$ cat config.mk
export PLATFORM = sky130hd
export DESIGN_NAME = btb_top
export DESIGN_NICKNAME = d
export VERILOG_FILES = /design/src/common/btb_pkg.sv /design/src/logic/btb_top.sv /design/src/logic/prediction_out.sv /design/src/btb/btb_table.sv /design/src/logic/pc_request_queue.sv
export SDC_FILE = /design/constraint.sdc
export NUM_CORES = 2
export LEC_CHECK = 0
export ABC_AREA = 1
export BUFFER_PORTS_ARGS = -buffer_cell sky130_fd_sc_hd__buf_2
export CORE_ASPECT_RATIO = 1.4
export CORE_UTILIZATION = 40
export DETAILED_ROUTE_END_ITERATION = 16
export PLACE_DENSITY = 0.57
export SYNTH_ARGS = -nofsm -noshare
export SYNTH_HDL_FRONTEND = slang
export SYNTH_HIERARCHICAL = 1
export SYNTH_SLANG_ARGS = --single-unit
$ cat constraint.sdc
create_clock -name clk -period 8.15 [get_ports clk]
set_input_delay 0.815 -clock clk [delete_from_list [all_inputs] [get_ports clk]]
set_output_delay 0.815 -clock clk [all_outputs]
set_load 0.01 [all_outputs]
$ cat src/common/btb_pkg.sv
package btb_pkg;

  // PC and target width
  localparam int addr_width = 32;

  // Branch target table
  localparam int btb_entries = 8;
  localparam int btb_index_width = 3;

  // Fetch request queue, also the fetch side's starting credits
  localparam int req_depth = 4;
  localparam int req_ptr_width = $clog2(req_depth);
  localparam int req_count_width = $clog2(req_depth + 1);

  // Credits held by the prediction output after reset
  localparam int pred_credits = 2;
  localparam int pred_credit_width = $clog2(pred_credits + 1);

  // Sequential fetch increment used on a table miss
  localparam int inst_step = 4;

endpackage
$ cat src/logic/btb_top.sv
module btb_top (
  input  logic                           clk,
  input  logic                           reset,
  input  logic                           req_valid,
  input  logic [btb_pkg::addr_width-1:0] req_pc,
  output logic                           req_credit,
  input  logic                           upd_valid,
  input  logic [btb_pkg::addr_width-1:0] upd_pc,
  input  logic [btb_pkg::addr_width-1:0] upd_target,
  input  logic                           pred_credit,
  output logic                           pred_valid,
  output logic [btb_pkg::addr_width-1:0] pred_pc,
  output logic [btb_pkg::addr_width-1:0] pred_next_pc,
  output logic                           pred_hit
);

  logic                           q_valid;
  logic [btb_pkg::addr_width-1:0] q_pc;
  logic                           q_pop;
  logic [btb_pkg::addr_width-1:0] read_val;
  logic                           read_hit;

  pc_request_queue u_queue (
    .clk        (clk),
    .reset      (reset),
    .req_valid  (req_valid),
    .req_pc     (req_pc),
    .q_pop      (q_pop),
    .q_valid    (q_valid),
    .q_pc       (q_pc),
    .req_credit (req_credit)
  );

  // Head of the queue looks up the table directly
  btb_table u_table (
    .clk        (clk),
    .reset      (reset),
    .upd_valid  (upd_valid),
    .upd_pc     (upd_pc),
    .upd_target (upd_target),
    .read_key   (q_pc),
    .read_val   (read_val),
    .read_hit   (read_hit)
  );

  prediction_out u_pred (
    .clk          (clk),
    .reset        (reset),
    .q_valid      (q_valid),
    .q_pc         (q_pc),
    .read_val     (read_val),
    .read_hit     (read_hit),
    .pred_credit  (pred_credit),
    .q_pop        (q_pop),
    .pred_valid   (pred_valid),
    .pred_pc      (pred_pc),
    .pred_next_pc (pred_next_pc),
    .pred_hit     (pred_hit)
  );

endmodule

$ cat src/logic/prediction_out.sv
module prediction_out (
  input  logic                           clk,
  input  logic                           reset,
  input  logic                           q_valid,
  input  logic [btb_pkg::addr_width-1:0] q_pc,
  input  logic [btb_pkg::addr_width-1:0] read_val,
  input  logic                           read_hit,
  input  logic                           pred_credit,
  output logic                           q_pop,
  output logic                           pred_valid,
  output logic [btb_pkg::addr_width-1:0] pred_pc,
  output logic [btb_pkg::addr_width-1:0] pred_next_pc,
  output logic                           pred_hit
);

  logic [btb_pkg::pred_credit_width-1:0] credit_cnt;
  logic [btb_pkg::addr_width-1:0]        next_pc;

  // Send whenever a request waits and the consumer has room
  assign q_pop = q_valid && (credit_cnt != '0);

  assign next_pc = read_hit ? read_val
                            : q_pc + btb_pkg::addr_width'(btb_pkg::inst_step);

  // Downstream credits, a send and a returned credit can coincide
  always_ff @(posedge clk) begin
    if (reset) begin
      credit_cnt <= btb_pkg::pred_credit_width'(btb_pkg::pred_credits);
    end else begin
      case ({q_pop, pred_credit})
        2'b10: credit_cnt <= credit_cnt - 1'b1;
        2'b01: credit_cnt <= credit_cnt + 1'b1;
        default: credit_cnt <= credit_cnt;
      endcase
    end
  end

  always_ff @(posedge clk) begin
    if (reset) begin
      pred_valid <= 1'b0;
    end else begin
      pred_valid <= q_pop;
    end
  end

  // Prediction payload, captured on the pop edge
  always_ff @(posedge clk) begin
    if (q_pop) begin
      pred_pc      <= q_pc;
      pred_next_pc <= next_pc;
      pred_hit     <= read_hit;
    end
  end

endmodule

$ cat src/btb/btb_table.sv
module btb_table (
  input  logic                           clk,
  input  logic                           reset,
  input  logic                           upd_valid,
  input  logic [btb_pkg::addr_width-1:0] upd_pc,
  input  logic [btb_pkg::addr_width-1:0] upd_target,
  input  logic [btb_pkg::addr_width-1:0] read_key,
  output logic [btb_pkg::addr_width-1:0] read_val,
  output logic                           read_hit
);

  logic [btb_pkg::addr_width-1:0]      keys [btb_pkg::btb_entries];
  logic [btb_pkg::addr_width-1:0]      vals [btb_pkg::btb_entries];
  logic [btb_pkg::btb_entries-1:0]     valid;
  logic [btb_pkg::btb_index_width-1:0] rr_ptr;
  logic [btb_pkg::btb_index_width-1:0] rr_next;

  logic                                upd_hit;
  logic [btb_pkg::btb_index_width-1:0] upd_idx;
  logic [btb_pkg::btb_index_width-1:0] wr_idx;

  // Lookup, lowest matching valid entry wins
  always_comb begin
    read_hit = 1'b0;
    read_val = '0;
    for (int i = 0; i < btb_pkg::btb_entries; i++) begin
      if (!read_hit && valid[i] && (keys[i] == read_key)) begin
        read_hit = 1'b1;
        read_val = vals[i];
      end
    end
  end

  // Does the update key already live in the table
  always_comb begin
    upd_hit = 1'b0;
    upd_idx = '0;
    for (int i = 0; i < btb_pkg::btb_entries; i++) begin
      if (!upd_hit && valid[i] && (keys[i] == upd_pc)) begin
        upd_hit = 1'b1;
        upd_idx = btb_pkg::btb_index_width'(i);
      end
    end
  end

  assign rr_next = (rr_ptr == btb_pkg::btb_index_width'(btb_pkg::btb_entries - 1)) ?
                   '0 : rr_ptr + 1'b1;

  // Existing entry is retargeted, otherwise allocate at the pointer
  assign wr_idx = upd_hit ? upd_idx : rr_ptr;

  // Key and target storage
  always_ff @(posedge clk) begin
    if (upd_valid) begin
      vals[wr_idx] <= upd_target;
      if (!upd_hit) begin
        keys[wr_idx] <= upd_pc;
      end
    end
  end

  always_ff @(posedge clk) begin
    if (reset) begin
      valid  <= '0;
      rr_ptr <= '0;
    end else if (upd_valid && !upd_hit) begin
      valid[rr_ptr] <= 1'b1;
      rr_ptr        <= rr_next;
    end
  end

endmodule

$ cat src/logic/pc_request_queue.sv
module pc_request_queue (
  input  logic                              clk,
  input  logic                              reset,
  input  logic                              req_valid,
  input  logic [btb_pkg::addr_width-1:0]    req_pc,
  input  logic                              q_pop,
  output logic                              q_valid,
  output logic [btb_pkg::addr_width-1:0]    q_pc,
  output logic                              req_credit
);

  logic [btb_pkg::addr_width-1:0]      mem [btb_pkg::req_depth];
  logic [btb_pkg::req_ptr_width-1:0]   wr_ptr;
  logic [btb_pkg::req_ptr_width-1:0]   rd_ptr;
  logic [btb_pkg::req_count_width-1:0] count;
  logic                                do_pop;

  // Fetch only sends while holding a credit, so a write always finds room
  assign do_pop = q_pop && (count != '0);

  assign q_valid = (count != '0);
  assign q_pc = mem[rd_ptr];

  function automatic logic [btb_pkg::req_ptr_width-1:0] ptr_next(
    input logic [btb_pkg::req_ptr_width-1:0] ptr
  );
    if (ptr == btb_pkg::req_ptr_width'(btb_pkg::req_depth - 1)) begin
      return '0;
    end
    return ptr + 1'b1;
  endfunction

  // Entry storage
  always_ff @(posedge clk) begin
    if (req_valid) begin
      mem[wr_ptr] <= req_pc;
    end
  end

  always_ff @(posedge clk) begin
    if (reset) begin
      wr_ptr <= '0;
      rd_ptr <= '0;
    end else begin
      if (req_valid) begin
        wr_ptr <= ptr_next(wr_ptr);
      end
      if (do_pop) begin
        rd_ptr <= ptr_next(rd_ptr);
      end
    end
  end

  // Occupancy
  always_ff @(posedge clk) begin
    if (reset) begin
      count <= '0;
    end else begin
      case ({req_valid, do_pop})
        2'b10: count <= count + 1'b1;
        2'b01: count <= count - 1'b1;
        default: count <= count;
      endcase
    end
  end

  // One credit back to fetch per popped entry, in the cycle after the pop
  always_ff @(posedge clk) begin
    if (reset) begin
      req_credit <= 1'b0;
    end else begin
      req_credit <= do_pop;
    end
  end

endmodule

==> flow_metrics.tcl <==
set metrics [dict create \
    place_inst 4632 \
    r2r_slack_ns 2.25 \
    wl_met2_um 67700 \
    drt_iter0_markers 3275 \
    min_path_type "in2reg" \
    syn_area_um2 34700 \
    grt_pass1_vias 26200 \
    cap_violations 0 \
    grt_pass1_wl_um 197000 \
    critPathArrivalTime_ns 6.32 \
    cts.sinks 729 \
    path_clk_slew_ns 0.07 \
    final.setup.tns_ns 0 \
    wl_met3_um 12400 \
    clock.fmax_mhz 169 \
    slew_viol_final 0 \
    cts-buffers-inserted 77 \
    die_area_um2 87900 \
    post_cts_buffers 0 \
    initial_core_util 0.404 \
    worstSkewPairLatency_ns 0.66 \
    hpwl_um 97000 \
    syn_inst 3424 \
    clockBufferDepth 3 \
    r2r.worst_path.cells 20 \
    whs_path_depth 1 \
    synth_ff_type "edfxtp_1" \
    cts_resized 0 \
    dr.pass1.iters 6 \
    r2r-end "u_pred/pred_next_pc[17]$_DFFE_PP_" \
    synth-edff-count 705 \
    synth_cell_type_count 51 \
    ys_warn_count 6 \
    core_area_um2 85800 \
    io_buffers 167 \
    wl_met1_um 50500 \
    drt-wirelength-per-cell_um 30.0 \
    topRoutingLayerUsed "met5" \
    hold_buffers 0 \
    yosys.area_share.simple 0.194 \
    syn_nets 3536 \
    clockPowerShare 0.314 \
    drive_above_1_share 0.132 \
    relSlewSlack 0.181 \
    rsz0062_at_grt "no" \
    async_reset_ff_frac 0 \
    crit_type "reg2reg" \
    p_int_mw 7.18 \
    worstMarginPinSlew_ns 1.23 \
    synth_top_family_by_area "simple AND/OR/NAND/NOR gates" \
    final_core_util 0.459 \
    seq_area_frac_synth 0.624 \
    max-vdd-ir-drop_mv 0.501 \
    nets 3727 \
    pwr-share-seq 0.421 \
    clockRootBuffer "clkbuf_16" \
    route.antenna.remaining_nets 0 \
    min_from "req_pc[6]" \
    routabilityCongestion 1.09 \
    routed_wl_um 143000 \
    hold_viol_final 0 \
    synth_xor_area_frac 0.0404 \
    pin_count 168 \
    outcome "finished, final reports clean" \
    rows 127 \
    hold-path-endpoint "u_queue/mem[3][6]$_DFFE_PP_" \
    synth_compound_area_frac 0.0753 \
    avgSynthCellArea_um2 10.1 \
    antenna_found_initial 7 \
    fp.dieW_um 251 \
    cp.required_ns 8.57 \
    synthAdderAreaFrac 0.00418 \
    skew_ns 0.0264 \
    grt_max_degree 71 \
    die_h_um 350 \
    pwr-share-comb 0.265 \
    vias 27400 \
    vias_per_cell 5.73 \
    setup_viol 0 \
    power.density_nw_per_um2 284 \
    switching_share 0.358 \
    final_cells 4779 \
    yosys_register_bits 729 \
    grt.total_usage 0.323 \
    critPathCaptureType "flip-flop" \
    min_period_ns 5.90 \
    tritoncts "done" \
    grt-ovfl-total 0 \
    drc 0 \
    power_leakage_nw 15.2 \
    h-tree-depth 3 \
    p_switching_mw 4.00 \
    period_share 0.724 \
    synthToLayoutAreaGrowth_pct 13.5 \
    critPathLaunchType "flip-flop" \
    cp_max_fo 64 \
    synth.mux.area_fraction 0 \
]
## sequential cells by signal, summed over array words and instances, names as in the netlist, 2 cells and up, named ones only
name,cells
u_pred/pred_pc,32
u_table/keys,256
u_queue/rd_ptr,2
u_table/valid,8
u_table/rr_ptr,3
u_pred/credit_cnt,2
u_queue/wr_ptr,2
u_pred/pred_next_pc,32
u_queue/count,3
u_queue/mem,128
u_table/vals,256
## metrics by stage
step	hold WS, ns	instance area [µm²]	setup slack [ns]	power, mW
4_1_cts	0.359	39400	2.44	11.1
5_1_grt	0.370	39400	2.04	11.5
6_report	0.382	39400	2.25	11.2
3_3_place_gp	0.453	36900	2.48	7.63
2_1_floorplan	0.437	34700	2.83	6.16
3_5_place_dp	0.453	36900	2.46	7.62
## cells in the mapped netlist, types with 12 or more instances
cell type | number | area (µm²)
a21oi_1 | 42 | 210
buf_2 | 46 | 230
buf_4 | 38 | 285
buf_6 | 20 | 225
clkbuf_1 | 17 | 63.8
dfxtp_1 | 24 | 480
edfxtp_1 | 705 | 21200
inv_1 | 308 | 1160
inv_2 | 31 | 116
nand2_1 | 832 | 3120
nand3_1 | 200 | 1000
nand4_1 | 33 | 206
nor2_1 | 400 | 1500
nor2_4 | 13 | 146
nor3_1 | 33 | 165
nor4_1 | 13 | 81.3
o21ai_0 | 162 | 811
o21ai_1 | 77 | 385
o221ai_1 | 12 | 105
o22ai_1 | 131 | 820
or2_2 | 18 | 113
xnor2_1 | 79 | 692
xor2_1 | 81 | 709
## layout make-up
type	instances	area (µm²)
Timing Repair Buffer	236	1350
Antenna cell	3	7.51
Multi-Input combinational cell	2220	11200
Clock buffer	90	2010
Clock inverter	54	480
Fill cell	8137	46400
Tap cell	1096	1370
Inverter	351	1330
Sequential cell	729	21700
## worst max-delay path, stage by stage (launching register included)
cell,delay [ns]
dfxtp_2,0.48
inv_8,0.36
nor2_1,0.12
o22ai_2,0.99
buf_4,0.37
inv_1,0.22
nand2_1,0.12
nand2_1,0.07
nor2_1,0.10
nand2_1,0.09
nor2_1,0.18
and2_1,0.15
nand3_1,0.42
nand4_2,0.31
nor2_2,0.15
nand2_2,0.87
nand2_1,0.14
nor2_1,0.23
o21ai_1,0.09
nand2_1,0.07
nand2_1,0.05
## cell families (layout without fill, tap and decap cells)
family,after synthesis,after routing
other,0,3
XOR/XNOR,160,160
AO/OA/AOI/OAI,458,458
adder cells (fa/ha/maj),11,11
AND/OR/NAND/NOR,1591,1591
flip-flops,729,729
buffers and inverters,475,731
## how the worst max path moves through the flow
| stage | end | slack (ns) | depth (start not counted) |
|---|---|---|---|
| final | u_pred/pred_next_pc[17]$_DFFE_PP_ | 2.25 | 20 |
| after global routing | u_pred/pred_next_pc[7]$_DFFE_PP_ | 2.04 | 20 |
| after CTS | u_pred/pred_next_pc[7]$_DFFE_PP_ | 2.44 | 17 |
| after detailed placement | u_pred/pred_next_pc[17]$_DFFE_PP_ | 2.46 | 20 |
| after global placement | u_pred/pred_next_pc[7]$_DFFE_PP_ | 2.48 | 17 |
| after floorplan | u_queue/count[2]$_SDFFE_PP0P_ | 2.83 | 15 |
## layer usage
layer / up-vias / GRT usage
li1: 12000 / -
met1: 13200 / 0.363
met2: 1623 / 0.537
met3: 527 / 0.0699
met4: 4 / 0.247
met5: - / 0
## power by group through the flow
stage,Sequential (mW),Combinational (mW),Clock [mW]
after floorplan,4.80,1.37,0
after global placement,4.79,2.84,0
after detailed placement,4.77,2.85,0
after CTS,4.71,2.85,3.55
after global routing,4.73,3.05,3.68
final,4.71,2.96,3.51
## layout by cell type (no fill, tap or decap), types with 41 or more instances in the layout
cell       synthesis  layout
a21oi_1           42      41
buf_2             46     167
buf_4             38      69
clkbuf_16          0      78
edfxtp_1         705     705
inv_1            308     308
nand2_1          832     831
nand3_1          200     199
nor2_1           400     393
o21ai_0          162     162
o21ai_1           77      77
o22ai_1          131     103
xnor2_1           79      79
xor2_1            81      81
No activity file was read; power rests on OpenSTA's default activity.
